File: config.mk
export PLATFORM = sky130hd
export DESIGN_NAME = sbus_wr_deser
export DESIGN_NICKNAME = d
export VERILOG_FILES = /design/src/hw/sbus_pkg.sv /design/src/hw/sbus_wr_deser.sv
export VERILOG_INCLUDE_DIRS = /design/src /design/src/hw
export SDC_FILE = /design/constraint.sdc
export NUM_CORES = 1
export LEC_CHECK = 0
export BUFFER_PORTS_ARGS = -buffer_cell sky130_fd_sc_hd__buf_2
export CORE_UTILIZATION = 35
export CTS_CLUSTER_SIZE = 10
export DETAILED_ROUTE_END_ITERATION = 12
export PLACE_DENSITY = 0.65
export SLEW_MARGIN = 10
export SYNTH_ARGS = -nofsm -noshare
export SYNTH_HDL_FRONTEND = slang
export SYNTH_SLANG_ARGS = --single-unit
File: constraint.sdc
create_clock -name clk -period 3 [get_ports clk]
set_input_delay 0.6 -clock clk [delete_from_list [all_inputs] [get_ports clk]]
set_output_delay 0.6 -clock clk [all_outputs]
set_load 0.01 [all_outputs]
File: src/hw/sbus_defs.svh
// Bus and memory dimensions for the serial slave, included by every RTL source that needs them
`ifndef SBUS_DEFS_SVH
`define SBUS_DEFS_SVH

// bits per data word
`define SBUS_DATA_WIDTH 32

// RAM size in words and the address width that covers it
`define SBUS_ADDR_DEPTH 256
`define SBUS_ADDR_WIDTH 8

// slave identifier carried in each command frame
`define SBUS_ID_WIDTH 2

// three-bit pattern that opens every command frame
`define SBUS_START_CODE 3'b111

// start code, id, rw bit, burst bit, word address
`define SBUS_FRAME_LEN (3 + `SBUS_ID_WIDTH + 1 + 1 + `SBUS_ADDR_WIDTH)

`endif

File: src/hw/sbus_pkg.sv
// Shared types of the serial slave; modules import it to name words, addresses and FSM states
`include "sbus_defs.svh"

package sbus_pkg;

    // one data word as stored in RAM and moved on the bus
    typedef logic [`SBUS_DATA_WIDTH-1:0] data_t;

    // word address into the RAM
    typedef logic [`SBUS_ADDR_WIDTH-1:0] addr_t;

    // slave identifier as sent in the frame
    typedef logic [`SBUS_ID_WIDTH-1:0] slave_id_t;

    // wide enough to count all bits of a word, and of a frame
    typedef logic [$clog2(`SBUS_DATA_WIDTH):0] bit_cnt_t;

    // transfer controller states
    typedef enum logic [1:0] {
        IDLE,
        WRITE,
        READ_FETCH,
        READ_SEND
    } xfer_state_t;

endpackage

File: src/hw/sbus_wr_deser.sv
// Write data deserializer; collects valid-qualified wD bits and strobes each completed word
`include "sbus_defs.svh"

module sbus_wr_deser (
    input  logic            clk,
    input  logic            rstN,
    input  logic            wD,
    input  logic            valid,
    input  logic            last,
    input  logic            enable,
    output logic            word_strobe,
    output sbus_pkg::data_t word,
    output logic            word_last
);
    import sbus_pkg::*;

    bit_cnt_t cnt;
    logic     last_seen;
    logic     take_bit;

    assign take_bit = enable && valid;

    always_ff @(posedge clk or negedge rstN) begin
        if (!rstN) begin
            cnt         <= '0;
            last_seen   <= 1'b0;
            word_strobe <= 1'b0;
            word_last   <= 1'b0;
        end else begin
            word_strobe <= 1'b0;
            if (!enable) begin
                // drop any partial word once the transfer is over
                cnt       <= '0;
                last_seen <= 1'b0;
            end else if (take_bit) begin
                if (cnt == bit_cnt_t'(`SBUS_DATA_WIDTH - 1)) begin
                    cnt         <= '0;
                    last_seen   <= 1'b0;
                    word_strobe <= 1'b1;
                    word_last   <= last_seen || last;
                end else begin
                    cnt       <= cnt + 1'b1;
                    last_seen <= last_seen || last;
                end
            end
        end
    end

    // word is stable for the strobe cycle, next bit lands one edge later
    always_ff @(posedge clk) begin
        if (take_bit) begin
            word <= {word[`SBUS_DATA_WIDTH-2:0], wD};
        end
    end

endmodule

==> results of run 1 <==
cell families after synthesis:
logic type	Yosys count	synth area share [%]
flip-flops	41	83.2
adder cells (fa/ha/maj)	1	0.877
AO/OA/AOI/OAI	6	2.90
AND/OR/NAND/NOR	19	8.07
multiplexers	3	2.11
buffers and inverters	4	1.67
XOR/XNOR	2	1.23
through the flow:
step                      setup slack [ns]  hold WS, ns  total power [mW]  util (%)  std cells
after floorplan                       1.14        0.304             0.685         -         76
after global placement                1.36        0.426             0.708      44.4        162
after detailed placement              1.31        0.428             0.710      44.4        162
after CTS                             1.49        0.155              1.04      46.5        170
after global routing                  1.47        0.154              1.07      46.5        170
final                                 1.51        0.151              1.03      46.5        170
layout make-up:
type	count	area [sq um]	share of cell area (%)
repair buffers	40	203	11.6
flip-flops and latches	41	1190	67.6
clock inverters	3	12.5	0.713
inverters	2	7.51	0.428
multi-input cells	31	216	12.3
well taps	48	60.1	3.42
clock buffers	5	68.8	3.92
worst reg2reg max path, cell delays in order (launching register included):
cell and delay (ns):
dfrtp_1 0.42, ha_1 0.22, nand2_1 0.09, nor2_1 0.24
o221ai_1 0.16
registers in the layout, indices dropped and copies added (netlist names):
signal       count
cnt              6
word            32
word_last        1
word_strobe      1
last_seen        1
layout by cell type (no fill, tap or decap):
master,count
dfrtp_1,9
o22ai_1,1
xnor2_1,2
or3b_1,1
nor4b_1,1
nand3b_1,2
nand4_2,1
and2_1,2
nor2b_1,1
ha_1,1
buf_2,39
nand3_1,1
clkbuf_8,5
clkinv_2,1
nor2_1,2
edfxtp_1,32
o221ai_1,1
a21o_1,1
a21oi_1,2
a31o_2,1
nor3_2,1
inv_1,2
nand2_1,6
mux2i_1,3
clkinv_1,2
nand4_1,1
buf_4,1
power by group:
part	internal [mW]	total [mW]	switching [mW]
Sequential	0.635	0.646	0.0114
Clock	0.156	0.331	0.175
Combinational	0.0191	0.0505	0.0314
Total	0.811	1.03	0.217
layer usage:
| metal | up-vias | global-route usage, % |
|---|---|---|
| li1 | 374 | - |
| met1 | 378 | 15.6 |
| met2 | 30 | 16.5 |
| met3 | 4 | 3.79 |
| met4 | 0 | 8.15 |
| met5 | - | 0 |
worst paths after layout:
| path | endpoint | slack (ns) | cells past startpoint | start |
|---|---|---|---|---|
| worst min register to register | word[14] | 0.44 | 0 | word[13] |
| worst max-delay path | word[20] | 1.51 | 1 | word[20] |
| min in group clk | word[14] | 0.44 | 0 | word[13] |
| max in group asynchronous | cnt[2] | 2.66 | 1 | rstN |
| worst min-delay path | cnt[5] | 0.15 | 1 | rstN |
| worst max register to register | cnt[3] | 1.74 | 4 | cnt[1] |
==> results.toml, run 1 <==
[critical_path]
cp_top_family = "flip-flops"
crit_required_ns = 2.40
setup.worst_path.start_class = "register"
slowest_delay_ns = 0.43
worstPathCellList = "buf_2"
end_kind = "output pin"
cp_data_arrival_time_ns = 0.89
cp_max_fo = 2
crit_type = "reg2out"
worst-path-buf-inv = 1
crit_slowest_cell = "edfxtp_1"

[timing]
fin_skew_ns = 0.00965
finalHoldViolCount = 0
setup_viol = 0
worstMarginPinSlew_ns = 0.379
fin_crit_ns = 1.49
rsz0062_at_grt = "no"
final_max_slew_viol_count = 0
fmax_mhz = 671
max_slew_margin_pct = 74.8
tns_ns = 0
period_share_pct = 49.7

[routing]
wl_met1_um = 1080
drtIter0Drc = 12
met3_length_um = 146
wl_met2_um = 1060
drc = 0
drt-pass1-iter-count = 4
ant_nets = 0
drt-total-wl_um = 2320
topRoutingLayerUsed = "met4"
vias = 786
vias_per_cell = 4.62
post_drt_wl_per_cell_um = 13.7

[min_path]
hp-class = "in2async"

[run_status]
status = "finished clean"

[run]
drv_cap = 0

[floorplanning]
initial_core_util_pct = 37.8
die_w_um = 65.8
rows = 22
core_area_sq_um = 3770
top_level_ports = 40
die_area_sq_um = 4330
dieHeight_um = 65.8

[power_and_ir_drop]
cellPowerDensity_nw_per_um2 = 586
irDropWorstVdd_mv = 0.318
power.static_leakage_nw = 0.712

[grt]
grt_start_max_net_pins = 33
gr-total-overflow = 0
grt_pass1_vias = 724
antenna_found_initial = 0
grt_first_pass_wirelength_um = 3560
grt.total_usage_pct = 11.8

[yosys]
syn_inst = 76
yosysSeqAreaShare_pct = 83.2
yosysWarningCount = 0
ys_ff_latch = 41
yosysTopAreaCell = "edfxtp_1"
async_flop_share_pct = 22.0
synth_cell_types = 24
synth.most_common_cell = "edfxtp_1"
synth_area_leaders = "edfxtp_1 (67%), dfrtp_1 (16%), mux2i_1 (2.1%), nand2_1 (1.6%), xnor2_1 (1.2%)"
synth_edf_count = 32
synth_top_area_share_pct = 67.4
syn_nets = 83
syn_area_sq_um = 1430
yosys-top-cells-count = "edfxtp_1 (32), dfrtp_1 (9), nand2_1 (6), mux2i_1 (3)"
synth_ff_type = "edfxtp_1"
synth_area_per_cell_sq_um = 18.8

[cells_and_area]
fin_area_sq_um = 1750
syn2layout_area_growth_pct = 23.0
insertedDiodeCount = 0
layout.nets = 128
fill_cells = 329
drive_above_1_share_pct = 40.2

[clocking]
clock_sinks = 41
cts_tree = "built"
htreeDepth = 2
cts.path.max_buffers = 2
ctsHoldBuffers = 0
clk_pin_slew_ns = 0.08
clk_latency_ns = 0.29
cts_root_buf = "clkbuf_8"
cts_resized = 0
cts_buffers = 5
post_cts_buffers = 0

[placement]
postPlaceCellArea_sq_um = 1670
port-buffer-count = 39
place_congestion = 0.761
dp_hpwl_um = 1570
(Power assumes the default switching activity.)
==> run 2: changes to the inputs <==
PLACE_DENSITY = 0.67   (was 0.65)
clock period = 1.28 ns   (was 3 ns; I/O delays follow)
==> results.toml, run 2 (synthesized netlist as in run 1, its figures left out) <==
[critical_path]
worstPathCellList = "ha_1 -> nand2_2 -> nor2_4 -> nor4b_2"
cp_data_arrival_time_ns = 1.44
crit_slowest_cell = "dfrtp_1"
crit_cells = 4
cp_max_fo = 5
r2r_slack_ns = 0.03
end_kind = "register"
crit_required_ns = 1.47
reg2regPathDepth = 4
slowest_delay_ns = 0.43
cp_top_family = "simple AND/OR/NAND/NOR gates"
worst-path-buf-inv = 0
crit_type = "reg2reg"
setup.worst_path.start_class = "register"

[routing]
ant_nets = 0
drtIter0Drc = 55
drc = 0
vias = 792
drt-total-wl_um = 2320
vias_per_cell = 4.63
drt-pass1-iter-count = 4
post_drt_wl_per_cell_um = 13.6

[run]
drv_cap = 0

[clocking]
htreeDepth = 2
cts_tree = "built"
cts_buffers = 5
clock_sinks = 41
clk_pin_slew_ns = 0.07
clk_latency_ns = 0.28
cts_root_buf = "clkbuf_8"
cts.path.max_buffers = 2

[grt]
gr-total-overflow = 0
grt_pass1_vias = 767
globalRouteMet3Util_pct = 4.31
antenna_found_initial = 0
grt_busiest_layer = "met2"
grt_start_max_net_pins = 33
grt.total_usage_pct = 12.0
grt_first_pass_wirelength_um = 3700
met2_usage_pct = 16.7
gr-usage-met1_pct = 16.3

[cells_and_area]
largest_reg_flops = 32
drive_above_1_share_pct = 43.9
final_cells = 171
syn2layout_area_growth_pct = 28.7
final_cell_mix = "buf_2 (39), edfxtp_1 (32), dfrtp_1 (9)"
final_common_cell = "buf_2"
top_register = "word"
fin_area_sq_um = 1840
fill_cells = 330
insertedDiodeCount = 0
layout.nets = 129
reg_top3 = "word x32, cnt x6"
final_util_pct = 48.7

[placement]
dp_hpwl_um = 1620
place_worst_setup_slack_ns = -0.0156
postPlaceCellArea_sq_um = 1700
port-buffer-count = 39
place_inst = 162
place_congestion = 0.821

[timing]
finalHoldViolCount = 0
fin_crit_ns = 1.25
fin_ws_ns = 0.0290
whs_ns = 0.150
tns_ns = 0
fmax_mhz = 799
max_slew_margin_pct = 84.1
period_share_pct = 97.7
worstMarginPinSlew_ns = 0.232
fin_skew_ns = 0.00596
final_max_slew_viol_count = 0
setup_viol = 0

[power_and_ir_drop]
cellPowerDensity_nw_per_um2 = 1420
swShare_pct = 18.9
pwr-share-clk_pct = 36.9
power_mw = 2.61
irDropWorstVdd_mv = 0.861
power.static_leakage_nw = 0.741
p_comb_share_pct = 5.0
seqPwrFrac_pct = 58.0
p_int_mw = 2.12
switchingPower_mw = 0.494

[floorplanning]
die_area_sq_um = 4330
initial_core_util_pct = 37.8
dieHeight_um = 65.8
rows = 22
top_level_ports = 40
core_area_sq_um = 3770
die_w_um = 65.8

[min_path]
hp-class = "in2reg"
worstHoldPathCells = 1

[run_status]
status = "finished clean"
==> run 2: changes by cell type in the layout (fill, tap and decap cells not counted), sizes merged <==
cell,previous run,this run
inv,2,1
clkinv,3,1
clkinvlp,0,1
dlygate4sd3,0,1
bufinv,0,1
clkbuf,5,6
==> run 2: path summary, 6_finish.rpt <==
path	startpoint	endpoint
worst max-delay path	cnt[0]	cnt[5]
worst min-delay path	wD	word[0]
worst max register to register	cnt[0]	cnt[5]
worst min register to register	word[23]	word[24]
max in group asynchronous	rstN	cnt[2]
min in group asynchronous	rstN	word_last
==> run 2: area by class of cell <==
type	instances	area (sq um)	share of cell area, %
clock inverter	2	33.8	1.84
clock buffer	6	72.6	3.95
tap	48	60.1	3.27
inverter	2	11.3	0.613
timing repair buffer	41	225	12.3
multi-input combinational	31	246	13.4
sequential	41	1190	64.6
==> run 2: power by group through the flow <==
stage               clock [mW]  combinational (mW)  sequential (mW)
floorplan                    0              0.0508             1.56
global placement             0               0.127             1.54
detailed placement           0               0.130             1.54
CTS                      0.996               0.133             1.52
global route              1.04               0.145             1.52
finish                   0.964               0.132             1.51
==> run 2: layer usage <==
| metal | wire length [um] | part of all wire (%) |
|---|---|---|
| met1 | 1050 | 45 |
| met2 | 1080 | 46 |
| met3 | 145 | 6.2 |
| met4 | 53 | 2.3 |
| met5 | 0 | 0 |
==> run 2: worst reg2reg max path: stages (launching register included) <==
cell and delay, ns:
dfrtp_1 0.43, ha_1 0.27, nand2_2 0.14, nor2_4 0.06
nor4b_2 0.27
==> run 2: what timing repair did <==
| action | CTS | global route |
|---|---|---|
| endpoints found under the setup margin | 1 | 5 |
| buffers inserted | 0 | 0 |
| hold buffers | 1 | 0 |
| resized for setup | 1 | 4 |
| endpoints found under the hold margin | 9 | 0 |
