<file path="config.mk">
export PLATFORM = sky130hd
export DESIGN_NAME = sbus_rd_ser
export DESIGN_NICKNAME = d
export VERILOG_FILES = /design/src/hw/sbus_pkg.sv /design/src/hw/sbus_rd_ser.sv
export VERILOG_INCLUDE_DIRS = /design/src /design/src/hw
export SDC_FILE = /design/constraint.sdc
export NUM_CORES = 1
export LEC_CHECK = 0
export ABC_AREA = 1
export ABC_CLOCK_PERIOD_IN_PS = 3050
export BUFFER_PORTS_ARGS = -buffer_cell sky130_fd_sc_hd__buf_2
export CAP_MARGIN = 10
export CORE_ASPECT_RATIO = 0.9
export CORE_MARGIN = 4
export CORE_UTILIZATION = 45
export CTS_CLUSTER_DIAMETER = 30
export DETAILED_ROUTE_END_ITERATION = 10
export PLACE_DENSITY = 0.68
export RECOVER_POWER = 25
export SLEW_MARGIN = 20
export SYNTH_ARGS = -nofsm -noshare
export SYNTH_HDL_FRONTEND = slang
export SYNTH_SLANG_ARGS = --single-unit
export TNS_END_PERCENT = 100
</file>
<file path="constraint.sdc">
create_clock -name clk -period 3.05 [get_ports clk]
set_input_delay 0.1525 -clock clk [delete_from_list [all_inputs] [get_ports clk]]
set_output_delay 0.1525 -clock clk [all_outputs]
set_load 0.02 [all_outputs]
</file>
<file path="src/hw/sbus_defs.svh">
// Bus and memory dimensions for the serial slave, included by every RTL source that needs them
`ifndef SBUS_DEFS_SVH
`define SBUS_DEFS_SVH

// bits per data word
`define SBUS_DATA_WIDTH 32

// RAM size in words and the address width that covers it
`define SBUS_ADDR_DEPTH 256
`define SBUS_ADDR_WIDTH 8

// slave identifier carried in each command frame
`define SBUS_ID_WIDTH 2

// three-bit pattern that opens every command frame
`define SBUS_START_CODE 3'b111

// start code, id, rw bit, burst bit, word address
`define SBUS_FRAME_LEN (3 + `SBUS_ID_WIDTH + 1 + 1 + `SBUS_ADDR_WIDTH)

`endif

</file>
<file path="src/hw/sbus_pkg.sv">
// Shared types of the serial slave; modules import it to name words, addresses and FSM states
`include "sbus_defs.svh"

package sbus_pkg;

    // one data word as stored in RAM and moved on the bus
    typedef logic [`SBUS_DATA_WIDTH-1:0] data_t;

    // word address into the RAM
    typedef logic [`SBUS_ADDR_WIDTH-1:0] addr_t;

    // slave identifier as sent in the frame
    typedef logic [`SBUS_ID_WIDTH-1:0] slave_id_t;

    // wide enough to count all bits of a word, and of a frame
    typedef logic [$clog2(`SBUS_DATA_WIDTH):0] bit_cnt_t;

    // transfer controller states
    typedef enum logic [1:0] {
        IDLE,
        WRITE,
        READ_FETCH,
        READ_SEND
    } xfer_state_t;

endpackage

</file>
<file path="src/hw/sbus_rd_ser.sv">
// Read serializer; loads a fetched word and shifts it out MSB first on rD, one bit per cycle
`include "sbus_defs.svh"

module sbus_rd_ser (
    input  logic            clk,
    input  logic            rstN,
    input  logic            load,
    input  sbus_pkg::data_t word,
    output logic            rD,
    output logic            shifting,
    output logic            word_done
);
    import sbus_pkg::*;

    // bits still to send, zero when idle
    bit_cnt_t remain;
    data_t    shreg;

    always_ff @(posedge clk or negedge rstN) begin
        if (!rstN) begin
            remain <= '0;
        end else if (load) begin
            remain <= bit_cnt_t'(`SBUS_DATA_WIDTH);
        end else if (remain != '0) begin
            remain <= remain - 1'b1;
        end
    end

    always_ff @(posedge clk) begin
        if (load) begin
            shreg <= word;
        end else if (remain != '0) begin
            shreg <= {shreg[`SBUS_DATA_WIDTH-2:0], 1'b0};
        end
    end

    assign shifting  = (remain != '0);
    assign word_done = (remain == bit_cnt_t'(1));

    // line stays low between words
    assign rD = shifting && shreg[`SBUS_DATA_WIDTH-1];

endmodule

</file>
==> run summary, run 1 <==
Worst Hold Depth = 3
Max Clock Freq = 0.466 GHz
Worst Path Required = 2.83 ns
Post-DP HPWL = 2120 um
TritonCTS clock tree = done
Largest net degree at the start of global routing = 38
Worst setup EP type = register
Area grow syn2layout = 16.6%
Worst vdd ir = 0.000322 V
Slew headroom = 0.195
Num CTS Buffers = 5
WHS Endpoint = shreg[19]
Pleak = 1.02 nW
Fin cells = 265
Clock Tree Root = clkbuf_8
CTS resizes = 0
DR iter-0 viols = 84
Crit path max fanout = 34
WP data arrival = 1.92 ns
Core footprint = 3760 sq um
Tot GR Track Use = 0.133
RSZ-0062 raised after global routing = false
ANT nets after route = 0
Total gr overflow = 0
CTS clock-pin slew for the worst setup and hold paths = 0.07 ns
Worst hold path class = input pin to register
# IOs = 38
Layout Skew = 0.00451 ns
Status = finished clean
WL/cell = 11.6 um
Crit start category = register
Leading area contributor after synthesis = edfxtp_1
Placer Congestion = 0.744
Vias in the first global route = 1157
Number of synthesized register bits = 38
Die area = 4980 sq um
Post-synthesis sequential area ratio = 0.631
Row cnt = 21
Clock Path Buffers = 2
Share of layout cells above drive strength 1 = 0.233
Post-route DRC = 0
Final hold violation count = 0
Layout Nets = 256
Initial antenna violation count = 0
FF-to-FF End = shreg[30]
RR Startpoint = remain[0]
Fillers = 356
Crit path kind = register to register
Synth Area per Inst = 9.79 sq um
Power per Cell Area = 728 nW/um^2
Final Max Slew Viols = 0
Reg2Reg Setup Slack = 0.91 ns
DR vias = 1219
Final min period = 2.14 ns
IO Port Bufs = 37
Final wirelength = 3060 um
Synth unique cells = 21
Fin crit share = 0.703
Final setup vio count = 0
TritonRoute pass-1 iters = 4
First-pass GRT wire length = 4920 um
Max-cap violations = 0
Via density = 4.60
Mapped Area = 1760 sq um
Clock Latency Late Sink = 0.28 ns
Vert. Die Dim = 67.4 um
Post-synthesis net count = 217
R2R cell count = 5
Setup bufs post-CTS = 0
Placed cells = 257
Final setup TNS = 0 ns
Diode count = 0
Ys Warns = 0
Clk sinks = 38
Worst hold start = word[19]
Synth top area cells = edfxtp_1 (55%), nand2_1 (21%), dfrtp_1 (8.5%)
Die Wd = 74.0 um
Yosys top cell area share = 0.545
Initial core utilization = 0.469
Worst-margin pin slew = 1.21 ns
Mapped Cells = 180
CTS H-tree depth = 2
==> cells in the final DEF, fill, tap and decap left out, drive strengths merged, types with 2 or more instances in the layout <==
cell,n
buf,36
clkbuf,8
dfrtp,6
edfxtp,32
ha,2
inv,9
nand2,102
nand3,4
nand4,2
nor2,7
o21ai,4
==> critical path: stages, from the launching register on <==
cell,delay (ns)
dfrtp_1,0.39
inv_1,0.15
ha_1,0.21
nand2_2,0.08
nor2_4,0.14
nand3_2,0.65
==> how the worst max path moves through the flow <==
| stage | from | slack (ns) | endpoint | depth (start not counted) |
|---|---|---|---|---|
| after floorplan | remain[0] | 1.24 | shreg[0] | 5 |
| after global placement | remain[0] | 0.92 | shreg[19] | 5 |
| after detailed placement | remain[0] | 0.87 | shreg[3] | 5 |
| after CTS | remain[0] | 0.85 | shreg[13] | 5 |
| after global routing | remain[0] | 0.70 | shreg[30] | 5 |
| final | remain[0] | 0.91 | shreg[30] | 5 |
==> final cells by class <==
class                           instances  area (sq um)  share of cell area
Clock buffer                            5          68.8              0.0335
Clock inverter                          2          33.8              0.0164
Inverter                                9          33.8              0.0164
Multi-Input combinational cell        125           546               0.266
Sequential cell                        38          1110               0.541
Tap cell                               46          57.6              0.0280
Timing Repair Buffer                   40           204              0.0993
==> cells by family (layout without fill, tap and decap cells) <==
logic type                 after synthesis  count (layout)  share of synthesized area
and+or+nand+nor                        116             116                      0.269
DFF                                     38              38                      0.631
buffers and inverters                   17              56                     0.0597
AOI/OAI and AO/OA                        5               5                     0.0163
adders and majority gates                2               2                     0.0142
xor gates and xnor gates                 2               2                    0.00994
==> stage by stage <==
step                setup WS [ns]  hold slack, ns  area, sq um   util  total power [mW]
detailed placement          0.872         -0.0111         1950  0.518              1.11
global route                0.701           0.133         2050  0.547              1.59
global placement            0.916         -0.0174         1950  0.518              1.10
CTS                         0.848           0.122         2060  0.548              1.52
floorplan                    1.24          -0.143         1760      -              1.02
finish                      0.906           0.134         2050  0.547              1.50
==> Yosys cell counts <==
library cell  instances
nand2_2               3
nor2_4                2
ha_1                  2
inv_2                 2
nand3_1               3
nand4_1               2
buf_2                 3
nor3_1                1
o21ai_0               2
o21ai_2               1
a21oi_1               1
buf_6                 5
nand2_1              99
xor2_1                1
o21ai_1               1
inv_1                 7
edfxtp_1             32
nor2_1                5
xnor2_1               1
nand3_2               1
dfrtp_1               6
==> sequential cells by signal (all words and copies together) (netlist names) <==
| signal | cells |
|---|---|
| remain | 6 |
| shreg | 32 |
==> routing by layer <==
layer	vias up	GRT usage	wire (um)
li1	647	-	-
met1	539	0.166	1430
met2	28	0.215	1440
met3	5	0.0372	148
met4	0	0.0611	46
met5	-	0	0
==> report_power, final <==
group,internal [mW],switching [mW]
combinational,0.123,0.203
sequential,0.709,0.0624
clock,0.236,0.163
total,1.07,0.428
==> timing repair <==
| item | in CTS | in global routing |
|---|---|---|
| hold buffers | 1 | 0 |
| endpoints found under the hold margin | 6 | 0 |
| setup endpoints to repair | 0 | 0 |
Power figures use the tool's default switching activity.
==> run 2, diff against run 1 <==
Settings changed: ABC_AREA 1 to 0, ABC_CLOCK_PERIOD_IN_PS 3050 to 2020.
Clock period 3.05 ns to 2.02 ns, I/O delays scaled along.
==> run 2 against run 1 <==
- clock-buffer cell count grew 2
- clock skew about the same
- sequential share of layout area down 1.8 points
- non-clock buffer count rose by 8
- utilization is 5.9 points higher
- cell area is 3.3% higher
- combinational power rose by 99%
- synthesized cell count is 42% lower
- cell count is 24% lower
==> run summary, run 2 <==
Synth Area per Inst = 16.1 sq um (+65%)
Fin crit share = 0.958
Share of layout cells above drive strength 1 = 0.599 (+0.366)
DR vias = 1044 (-14%)
Clk sinks = 38 (unchanged)
Ys Warns = 0 (unchanged)
ANT nets after route = 0 (unchanged)
CTS H-tree depth = 2 (unchanged)
Core footprint = 3500 sq um (-6.8%)
Max Clock Freq = 0.517 GHz
First-pass GRT wire length = 4690 um (-4.8%)
Crit path max fanout = 6 (-82%)
Diode count = 0 (unchanged)
Initial antenna violation count = 0 (unchanged)
Post-Route Utilization = 0.606 (+0.0593)
Fin area = 2120 sq um (+3.3%)
Worst setup EP type = output pin
Pleak = 0.864 nW (-15%)
WP data arrival = 1.83 ns (-0.09 ns)
Worst-margin pin slew = 0.913 ns (-0.295 ns)
Post-synth EDFFs = 32 (unchanged)
FF-to-FF End = shreg[2]
TritonRoute pass-1 iters = 4 (unchanged)
Final min period = 1.94 ns
Post-DP HPWL = 1890 um (-11%)
Slew headroom = 0.392 (+0.196)
End point of the critical path = rD
Largest register FFs = 32 (unchanged)
Leading area contributor after synthesis = edfxtp_1
Largest net degree at the start of global routing = 33 (-13%)
Placed cells = 186 (-28%)
Layout Skew = 0.00450 ns (-0.00000930 ns)
Num CTS Buffers = 5 (unchanged)
Final wirelength = 2970 um (-3.1%)
Worst vdd ir = 0.000606 V (+88%)
Total gr overflow = 0 (unchanged)
Final total power = 2.39 mW (+60%)
Clock Tree Root = clkbuf_8
Synth async-reset ratio = 0.158 (unchanged)
Die area = 4810 sq um (-3.3%)
Mapped Area = 1700 sq um (-3.8%)
Die Wd = 72.7 um (-1.7%)
Top-count cell post-synth = edfxtp_1
Final setup TNS = 0 ns (unchanged)
Status = finished clean
Post-synthesis sequential area ratio = 0.655 (+0.0247)
Biggest regs = shreg: 32 flops, remain: 6 flops
Placer Congestion = 0.855 (+15%)
Commonest non-fill, non-tap cell in the layout = buf_2
DP Area = 1960 sq um (+0.39%)
IO Port Bufs = 37 (unchanged)
Worst Path Required = 1.92 ns (-0.91 ns)
DR iter-0 viols = 61 (-27%)
CTS clock-pin slew for the worst setup and hold paths = 0.07 ns (about the same)
WL/cell = 14.8 um (+28%)
Max-cap violations = 0 (unchanged)
Row cnt = 20 (-4.8%)
# IOs = 38 (unchanged)
Vias in the first global route = 1026 (-11%)
Layout Nets = 193 (-25%)
Fillers = 308 (-13%)
Most frequent cells in the layout = buf_2 (34), edfxtp_1 (32), mux2_2 (31)
Synth unique cells = 26 (+24%)
Area grow syn2layout = 25.2%
Power per Cell Area = 1120 nW/um^2 (+54%)
Number of synthesized register bits = 38 (unchanged)
Synth top area cells = edfxtp_1 (57%), mux2_2 (21%), dfrtp_1 (8.9%)
Reg2Reg Setup Slack = 0.13 ns (-0.78 ns)
Top_reg_cell synth = edfxtp_1
RSZ-0062 raised after global routing = true
Mapped Cells = 105 (-42%)
Tot GR Track Use = 0.132 (-0.00152)
Clock Path Buffers = 2 (unchanged)
R2R cell count = 4 (-1)
Final setup vio count = 0 (unchanged)
Crit start category = register
Crit path kind = register to output pin
RR Startpoint = remain[0]
Post-synthesis net count = 142 (-35%)
Worst hold path class = input pin to register
Yosys top cell area share = 0.567 (+0.0213)
Vert. Die Dim = 66.2 um (-1.7%)
Via density = 5.19 (+13%)
Register with the most flip-flops = shreg
Clock Latency Late Sink = 0.28 ns (about the same)
Initial core utilization = 0.484 (+0.0151)
Fin cells = 201 (-24%)
TritonCTS clock tree = done
Synth cell count leaders = edfxtp_1 (32), mux2_2 (31), dfrtp_1 (6), nor3_1 (6)
Final Max Slew Viols = 0 (unchanged)
Worst setup path start = remain[0]
Post-route DRC = 0 (unchanged)
Final hold violation count = 0 (unchanged)
-- run 2: layout make-up --
| cell class | instances | area [sq um] | area share |
|---|---|---|---|
| clock buffers | 7 | 86.3 | 0.0407 |
| clock inverters | 1 | 5.00 | 0.00236 |
| inverters | 4 | 15.0 | 0.00707 |
| multi-input cells | 59 | 577 | 0.272 |
| flip-flops and latches | 38 | 1110 | 0.523 |
| well taps | 44 | 55.1 | 0.0259 |
| repair buffers | 48 | 274 | 0.129 |
-- run 2: logic make-up (layout without fill, tap and decap cells) --
| logic type | Yosys count | count (layout) | synth area share |
|---|---|---|---|
| compound gates | 6 | 6 | 0.0266 |
| xor+xnor | 1 | 1 | 0.00517 |
| fa+ha+maj | 2 | 2 | 0.0148 |
| buf+inv | 9 | 60 | 0.0221 |
| flops | 38 | 38 | 0.655 |
| mux | 31 | 31 | 0.206 |
| simple gates | 18 | 19 | 0.0701 |
-- run 2: routing by layer --
layer	GRT usage	routed length [um]
met2	0.199	1440
met1	0.168	1300
met4	0.0484	35
met3	0.0547	189
met5	0	0
-- run 2: metrics by stage --
step,setup WS (ns),hold slack [ns]
2_1_floorplan,0.0517,-0.195
3_3_place_gp,0.0358,-0.0694
3_5_place_dp,-0.0469,-0.0629
4_1_cts,0.0195,0.0992
5_1_grt,-0.00537,0.0999
6_report,0.0842,0.108
-- run 2: worst min-delay path by stage --
stage / startpoint / to / cells after the start
after detailed placement: rstN / remain[1] / 1
after global routing: word[0] / shreg[0] / 2
after global placement: rstN / remain[1] / 1
final: word[0] / shreg[0] / 2
after floorplan: rstN / remain[0] / 0
after CTS: word[0] / shreg[0] / 2
-- run 2: repair_timing --
item	in CTS	in global routing
buffers inserted	3	3
endpoints found under the hold margin	6	0
setup endpoints to repair	34	33
gates resized for setup	7	1
pin swaps	2	3
gates cloned	0	1
hold buffers	1	0
-- run 2: critical path, cell delays in order (launching register included) --
cell and delay (ns):
dfrtp_1 0.39, inv_2 0.09, ha_4 0.14, or4b_4 0.51, nor2_4 0.12, inv_2 0.05
and2_4 0.13, buf_6 0.12
-- run 2: report_power, final --
part / switching, mW / total [mW] / internal (mW)
Combinational: 0.292 / 0.650 / 0.358
Sequential: 0.118 / 1.21 / 1.09
Clock: 0.253 / 0.528 / 0.275
