<file path="src/hw/sbus_defs.svh">
// Bus and memory dimensions for the serial slave, included by every RTL source that needs them
`ifndef SBUS_DEFS_SVH
`define SBUS_DEFS_SVH

// bits per data word
`define SBUS_DATA_WIDTH 32

// RAM size in words and the address width that covers it
`define SBUS_ADDR_DEPTH 256
`define SBUS_ADDR_WIDTH 8

// slave identifier carried in each command frame
`define SBUS_ID_WIDTH 2

// three-bit pattern that opens every command frame
`define SBUS_START_CODE 3'b111

// start code, id, rw bit, burst bit, word address
`define SBUS_FRAME_LEN (3 + `SBUS_ID_WIDTH + 1 + 1 + `SBUS_ADDR_WIDTH)

`endif

</file>
<file path="src/hw/sbus_pkg.sv">
// Shared types of the serial slave; modules import it to name words, addresses and FSM states
`include "sbus_defs.svh"

package sbus_pkg;

    // one data word as stored in RAM and moved on the bus
    typedef logic [`SBUS_DATA_WIDTH-1:0] data_t;

    // word address into the RAM
    typedef logic [`SBUS_ADDR_WIDTH-1:0] addr_t;

    // slave identifier as sent in the frame
    typedef logic [`SBUS_ID_WIDTH-1:0] slave_id_t;

    // wide enough to count all bits of a word, and of a frame
    typedef logic [$clog2(`SBUS_DATA_WIDTH):0] bit_cnt_t;

    // transfer controller states
    typedef enum logic [1:0] {
        IDLE,
        WRITE,
        READ_FETCH,
        READ_SEND
    } xfer_state_t;

endpackage

</file>
<file path="src/hw/sbus_frame_rx.sv">
// Command frame receiver; shifts in control bits and strobes a decoded command that matches this slave
`include "sbus_defs.svh"

module sbus_frame_rx #(
    parameter sbus_pkg::slave_id_t SLAVE_ID = 1
) (
    input  logic            clk,
    input  logic            rstN,
    input  logic            control,
    input  logic            busy,
    output logic            cmd_strobe,
    output logic            cmd_write,
    output logic            cmd_burst,
    output sbus_pkg::addr_t cmd_addr
);
    import sbus_pkg::*;

    // field positions inside the frame, address at the bottom
    localparam int START_W   = $bits(`SBUS_START_CODE);
    localparam int BURST_BIT = `SBUS_ADDR_WIDTH;
    localparam int RW_BIT    = BURST_BIT + 1;
    localparam int ID_LSB    = RW_BIT + 1;
    localparam int START_LSB = ID_LSB + `SBUS_ID_WIDTH;

    bit_cnt_t                   cnt;
    logic [`SBUS_FRAME_LEN-1:0] frame;
    logic                       frame_done;
    logic                       take_bit;
    logic                       match;

    assign frame_done = (cnt == bit_cnt_t'(`SBUS_FRAME_LEN));

    // a new frame may only open while the controller is idle
    assign take_bit = !frame_done && ((cnt != '0) || (control && !busy));

    always_ff @(posedge clk or negedge rstN) begin
        if (!rstN) begin
            cnt <= '0;
        end else if (frame_done) begin
            cnt <= '0;
        end else if (take_bit) begin
            cnt <= cnt + 1'b1;
        end
    end

    // MSB arrives first
    always_ff @(posedge clk) begin
        if (take_bit) begin
            frame <= {frame[`SBUS_FRAME_LEN-2:0], control};
        end
    end

    assign match = (frame[START_LSB +: START_W] == `SBUS_START_CODE) &&
                   (frame[ID_LSB +: `SBUS_ID_WIDTH] == SLAVE_ID);

    // frames for other slaves or with a bad start code just fall away
    assign cmd_strobe = frame_done && match;
    assign cmd_write  = frame[RW_BIT];
    assign cmd_burst  = frame[BURST_BIT];
    assign cmd_addr   = frame[`SBUS_ADDR_WIDTH-1:0];

endmodule

</file>
<file path="config.mk">
export PLATFORM = sky130hd
export DESIGN_NAME = sbus_frame_rx
export DESIGN_NICKNAME = d
export VERILOG_FILES = /design/src/hw/sbus_pkg.sv /design/src/hw/sbus_frame_rx.sv
export VERILOG_INCLUDE_DIRS = /design/src /design/src/hw
export SDC_FILE = /design/constraint.sdc
export NUM_CORES = 1
export LEC_CHECK = 0
export BUFFER_PORTS_ARGS = -buffer_cell sky130_fd_sc_hd__buf_2
export CAP_MARGIN = 20
export CORE_MARGIN = 2
export CORE_UTILIZATION = 52
export DETAILED_ROUTE_END_ITERATION = 16
export GPL_TIMING_DRIVEN = 0
export PLACE_DENSITY = 0.71
export SLEW_MARGIN = 15
export SYNTH_ARGS = -nofsm -noshare
export SYNTH_HDL_FRONTEND = slang
export SYNTH_SLANG_ARGS = --single-unit
</file>
<file path="constraint.sdc">
create_clock -name clk -period 2.3 [get_ports clk]
set_clock_uncertainty 0.1 [all_clocks]
set_input_delay 0.23 -clock clk [delete_from_list [all_inputs] [get_ports clk]]
set_output_delay 0.23 -clock clk [all_outputs]
set_load 0.01 [all_outputs]
</file>
==> qor_table.md, run 1 <==
| Quantity | This run | Unit |
| --- | --- | --- |
| Outcome | finished clean | - |
| Kind of cell adding the most delay to the critical path | simple AND/OR/NAND/NOR gates | - |
| Startpoint type of the worst setup path | flip-flop | - |
| Warnings, synthesis | 0 | - |
| Min cycle time layout | 2.04 | ns |
| CTS Root Cell | clkbuf_4 | - |
| Yosys cell types | 23 | - |
| Leakage power | 0.455 | nW |
| Worst slack at placement | 0.263 | ns |
| Post-synthesis instance area | 872 | sq um |
| Total Die Area | 2020 | sq um |
| Number of buffers and inverters on the critical path | 2 | - |
| Critical path endpoint category | flip-flop | - |
| Most common library cell in the layout ignoring fill and taps | edfxtp_1 | - |
| Data required time at the worst endpoint | 2.20 | ns |
| Routed vias/inst | 5.17 | - |
| First-pass GRT wire length | 1.94 | mm |
| Routability Congestion | 0.727 | - |
| Number of cell rows | 14 | - |
| Detailed-routing iteration count for the pre-antenna-repair pass | 4 | - |
| Design Area, Final | 1010 | sq um |
| WL per Instance | 13.3 | um |
| Commonest cells after routing, fill and taps aside | edfxtp_1, buf_2, buf_4 | - |
| DIE WIDTH | 45.0 | um |
| Net total in the final layout | 83 | - |
| Fraction of final layout cells with drive strength greater than 1 | 39.5 | % |
| Initial Util | 56.6 | % |
| Max VDD drop | 0.738 | mV |
| Count of unresolved DRC violations after routing | 0 | - |
| CTS Buf Count | 3 | - |
| Insertion delay of the later-clocked pin in the worst-skew pair | 0.29 | ns |
| Vias in the first global route | 439 | - |
| Deepest level of the CTS H-tree | 1 | - |
| Hpwl dp | 934 | um |
| Layout Area Growth over Synthesis | 15.8 | % |
| Post-route antenna net violation count | 0 | - |
| Count of final max-slew check failures | 0 | - |
| Worst slew margin | 66.3 | % |
| Max clock buf depth | 2 | - |
| Maximum fanout along the worst path | 10 | - |
| Number of clock sinks | 21 | - |
| Hold/Removal Path Class | input port to flip-flop | - |
| Fill cell count | 114 | - |
| # IOs | 15 | - |
| Routed wire length | 1.22 | mm |
| Unrepaired setup endpoints after global routing | false | - |
| Area of the core | 1540 | sq um |
| Final clock period utilization by the worst path | 88.6 | % |
| Resized cells post-CTS | 0 | - |
| Count of final hold-check violations | 0 | - |
| Slack of the critical path | 0.263 | ns |
| Final Setup Violations | 0 | - |
| Syn Area/Cell | 15.6 | sq um |
| Total gr overflow | 0 | - |
| Number of antenna diodes | 0 | - |
| Synthesized instance count | 56 | - |
| Count of state elements after synthesis | 21 | - |
| Slew @ Worst Pin | 0.505 | ns |
| Fmax | 491 | MHz |
| Initial antenna violation count | 0 | - |
| Global routing usage summed across all routing layers | 14.2 | % |
| Number of nets produced by synthesis | 62 | - |
| Die Span Y | 45.0 | um |
| Path type of the worst setup path | flip-flop to flip-flop | - |
| Drt initial violations | 5 | - |
| Post-layout power | 1.37 | mW |
| Crit-path slowest cell | nor2b_1 | - |
| Sequential cell area fraction in the yosys report | 68.9 | % |
| Number of port buffers | 14 | - |
| Maximum number of pins on one net before global-route repair | 12 | - |
| Number of maximum-capacitance violations | 0 | - |
| CTS tree | done | - |
| Placement-stage cell area | 973 | sq um |
| Worst path arrival time | 1.94 | ns |
| Slowest Stage Delay on Critical Path | 0.45 | ns |
| Clock-pin transition on the worst setup and hold timing paths | 0.11 | ns |
| CP Cell Sequence | inv_1 -> ha_1 -> nor4b_4 -> nand3b_2 -> nor2b_1 -> buf_6 | - |
| Vias after detailed routing | 476 | - |
| PD cells | 1360 | nW/um^2 |
worst paths after layout:
check                           from   endpoint  slack (ns)  depth (start not counted)
max in group asynchronous       rstN     cnt[1]        1.78                          2
setup / recovery              cnt[0]   frame[4]        0.26                          6
hold reg to reg            frame[13]  frame[14]        0.35                          0
hold / removal               control   frame[0]        0.03                          1
setup reg to reg              cnt[0]   frame[4]        0.26                          6
min in group asynchronous       rstN     cnt[4]        0.18                          2
cells by family after synthesis:
logic type	after synthesis	synth area share [%]
AOI/OAI and AO/OA	3	2.01
buffers and inverters	11	8.18
and+or+nand+nor	14	11.9
muxes	3	4.16
adders and majority gates	2	2.87
DFF	21	68.9
xor gates and xnor gates	2	2.01
report_power, final:
group	internal, mW	switching (mW)
clock network	0.0673	0.0967
logic	0.256	0.199
registers	0.643	0.112
total	0.967	0.408
what timing repair did:
item / 4_1_cts / 5_1_grt
setup buffers: 0 / 0
hold buffers: 1 / 0
hold endpoints to repair: 6 / 0
synth_stat cells:
cell type,number,area [sq um]
nand2_1,1,3.75
nor3_1,1,5.00
mux2_4,1,15.0
xnor2_1,1,8.76
inv_1,3,11.3
nor2_1,1,3.75
a21oi_1,1,5.00
mux2i_1,1,10.0
dfrtp_1,6,150
nand2b_1,2,12.5
and4b_1,1,10.0
mux2_2,1,11.3
nor4b_4,1,23.8
buf_4,8,60.1
o31ai_1,1,7.51
ha_1,2,25.0
nand3_1,3,15.0
xor2_1,1,8.76
and3_1,2,12.5
nor2b_1,1,6.26
o21ai_0,1,5.00
nand3b_2,1,11.3
edfxtp_1,15,450
sequential cells by signal, summed over array words and instances (netlist names):
name   cells
cnt        6
frame     15
per-layer routing:
metal / wire, um / vias up / part of all wire [%] / GRT usage (%)
li1: - / 235 / - / -
met1: 551 / 230 / 45 / 18.8
met2: 617 / 9 / 50 / 21.7
met3: 38 / 2 / 3.1 / 2.40
met4: 15 / 0 / 1.2 / 8.82
met5: 0 / - / 0 / 0
per-stage QoR:
stage	util, %	hold slack [ns]	std cells	setup TNS [ns]
finish	65.5	0.0267	92	0
global route	65.5	0.00805	92	0
CTS	65.5	0.0164	92	0
detailed placement	63.1	-0.0400	87	0
global placement	62.4	-0.0406	86	-1.06
floorplan	-	-0.166	56	0
layout make-up:
cell class | instances | area, sq um | share of cell area [%]
Tap cell | 16 | 20.0 | 1.98
Clock buffer | 4 | 26.3 | 2.60
Buffer | 8 | 60.1 | 5.95
Multi-Input combinational cell | 24 | 200 | 19.8
Inverter | 3 | 11.3 | 1.12
Timing Repair Buffer | 16 | 91.3 | 9.05
Sequential cell | 21 | 601 | 59.5
(Power assumes the default switching activity.)
==> run 2: changes to the inputs <==
Settings changed: CTS_CLUSTER_SIZE from default to 8, RECOVER_POWER from default to 25.
==> run 2 against run 1 <==
Against the previous run: first-iteration DRC count unchanged; cell area down 0.12%; maximum frequency unchanged; register-to-register slack about the same; worst hold slack unchanged; setup slack unchanged; sequential share of layout area up 0.074 points; wire length about the same; final cell count unchanged; combinational power about the same; largest cell class unchanged.
==> qor_table.md, run 2 (same netlist as run 1, synthesis figures left out) <==
| Quantity | This run | Unit | Change |
| --- | --- | --- | --- |
| Maximum number of pins on one net before global-route repair | 12 | - | unchanged |
| Layout Area Growth over Synthesis | 15.6 | % |  |
| # IOs | 15 | - | unchanged |
| Global routing usage summed across all routing layers | 14.2 | % | unchanged |
| GR Util met3 | 2.40 | % | unchanged |
| Unrepaired setup endpoints after global routing | false | - |  |
| Vias after detailed routing | 476 | - | unchanged |
| Maximum fanout along the worst path | 10 | - | unchanged |
| Routability Congestion | 0.727 | - | unchanged |
| Detailed-routing iteration count for the pre-antenna-repair pass | 4 | - | unchanged |
| Startpoint type of the worst setup path | flip-flop | - |  |
| Net total in the final layout | 83 | - | unchanged |
| First-pass GRT wire length | 1.94 | mm | unchanged |
| Slew @ Worst Pin | 0.505 | ns | unchanged |
| Sequential Area | 601 | sq um | unchanged |
| WL per Instance | 13.3 | um | about the same |
| Number of port buffers | 14 | - | unchanged |
| Final Setup Violations | 0 | - | unchanged |
| Resized cells post-CTS | 0 | - | unchanged |
| Worst path arrival time | 1.94 | ns | about the same |
| Final Util | 65.4 | % | -0.081 points |
| Slack of the critical path | 0.263 | ns | unchanged |
| Worst reg2reg endpoint | frame[4] | - |  |
| Most common library cell in the layout ignoring fill and taps | edfxtp_1 | - |  |
| Total gr overflow | 0 | - | unchanged |
| Area of the core | 1540 | sq um | unchanged |
| Setup slack on the worst flop-to-flop path | 0.26 | ns | about the same |
| Data required time at the worst endpoint | 2.20 | ns | about the same |
| Max clock buf depth | 2 | - | unchanged |
| Clock-pin transition on the worst setup and hold timing paths | 0.11 | ns | about the same |
| Fmax | 491 | MHz | unchanged |
| Insertion delay of the later-clocked pin in the worst-skew pair | 0.29 | ns | about the same |
| Worst slew margin | 66.3 | % | unchanged |
| Worst slack at placement | 0.263 | ns | unchanged |
| Max VDD drop | 0.738 | mV | about the same |
| Met2 capacity usage during global routing | 21.7 | % | unchanged |
| Routed vias/inst | 5.17 | - | unchanged |
| Final clock period utilization by the worst path | 88.6 | % | unchanged |
| Number of clock sinks | 21 | - | unchanged |
| Number of cell rows | 14 | - | unchanged |
| Path type of the worst setup path | flip-flop to flip-flop | - |  |
| PD cells | 1360 | nW/um^2 | +0.11% |
| Total Die Area | 2020 | sq um | unchanged |
| Initial antenna violation count | 0 | - | unchanged |
| CTS Root Cell | clkbuf_4 | - |  |
| Drt initial violations | 5 | - | unchanged |
| Count of final hold-check violations | 0 | - | unchanged |
| Deepest level of the CTS H-tree | 1 | - | unchanged |
| CTS tree | done | - |  |
| WHS Endpoint | frame[0] | - |  |
| Cell depth of the worst min-delay path | 1 | - | unchanged |
| Worst reg2reg path depth | 6 | - | unchanged |
| Number of flip-flops under the largest register name | 15 | - | unchanged |
| M1 GR Usage | 18.8 | % | unchanged |
| Reg2reg start | cnt[0] | - |  |
| Routed wire length | 1.22 | mm | about the same |
| Fill cell count | 115 | - | +0.88% |
| Hpwl dp | 934 | um | unchanged |
| DIE WIDTH | 45.0 | um | unchanged |
| CTS Buf Count | 3 | - | unchanged |
| Commonest cells after routing, fill and taps aside | edfxtp_1, buf_2, buf_4 | - |  |
| Initial Util | 56.6 | % | unchanged |
| Register ranked first by flip-flop count | frame | - |  |
| Critical path endpoint category | flip-flop | - |  |
| Fraction of final layout cells with drive strength greater than 1 | 38.2 | % | -1.3 points |
| Post-route antenna net violation count | 0 | - | unchanged |
| Min cycle time layout | 2.04 | ns | unchanged |
| Count of final max-slew check failures | 0 | - | unchanged |
| Regs by FF count | frame: 15 flops, cnt: 6 flops | - |  |
| Busiest metal layer after global routing | met2 | - |  |
| Die Span Y | 45.0 | um | unchanged |
| Vias in the first global route | 439 | - | unchanged |
| Number of antenna diodes | 0 | - | unchanged |
| Count of unresolved DRC violations after routing | 0 | - | unchanged |
| Outcome | finished clean | - |  |
| Leakage power | 0.452 | nW | -0.60% |
| Worst min-delay path startpoint | control | - |  |
| Area of the multi-input gates | 200 | sq um | unchanged |
| Number of maximum-capacitance violations | 0 | - | unchanged |
| Hold/Removal Path Class | input port to flip-flop | - |  |
## run 2: worst max-delay path by stage
stage | start | to | slack (ns) | cells past startpoint
after global placement | cnt[0] | frame[3] | -0.07 | 5
after detailed placement | cnt[0] | frame[0] | 0.26 | 6
final | cnt[0] | frame[4] | 0.26 | 6
after floorplan | cnt[0] | frame[0] | 0.22 | 5
after global routing | cnt[1] | cmd_strobe | 0.11 | 5
after CTS | cnt[0] | frame[4] | 0.24 | 6
## run 2: cell type report
cell class	count	area share [%]
Sequential cell	21	59.6
Multi-Input combinational cell	24	19.9
Timing Repair Buffer	16	8.93
Buffer	8	5.96
Clock buffer	4	2.61
Tap cell	16	1.99
Inverter	3	1.12
## run 2: where the power goes
group	total [mW]	internal (mW)	switching, mW
Combinational	0.455	0.256	0.199
Clock	0.164	0.0673	0.0967
Sequential	0.756	0.643	0.112
Total	1.37	0.967	0.408
## run 2: metal layers
layer | vias up | share of wire [%]
met5 | - | 0
met4 | 0 | 1.2
met3 | 2 | 3.1
met2 | 9 | 50
met1 | 230 | 45
li1 | 235 | -
## run 2: critical path, stage by stage (launching register included)
cell and delay, ns:
dfrtp_1 0.40, inv_1 0.09, ha_1 0.20, nor4b_4 0.13
nand3b_2 0.14, nor2b_1 0.45, buf_6 0.22
## run 2: timing repair
action,in CTS,in global routing
buffers inserted,0,0
hold buffers,1,0
hold endpoints to repair,6,0
## run 2: metrics by stage
| step | instance area (sq um) | instances | hold slack [ns] | power [mW] | TNS (ns) |
|---|---|---|---|---|---|
| final | 1010 | 92 | 0.0267 | 1.37 | 0 |
| after global routing | 1010 | 92 | 0.00805 | 1.47 | 0 |
| after CTS | 1010 | 92 | 0.0164 | 1.40 | 0 |
| after detailed placement | 973 | 87 | -0.0400 | 1.23 | 0 |
| after global placement | 962 | 86 | -0.0406 | 1.19 | -1.06 |
| after floorplan | 872 | 56 | -0.166 | 1.05 | 0 |
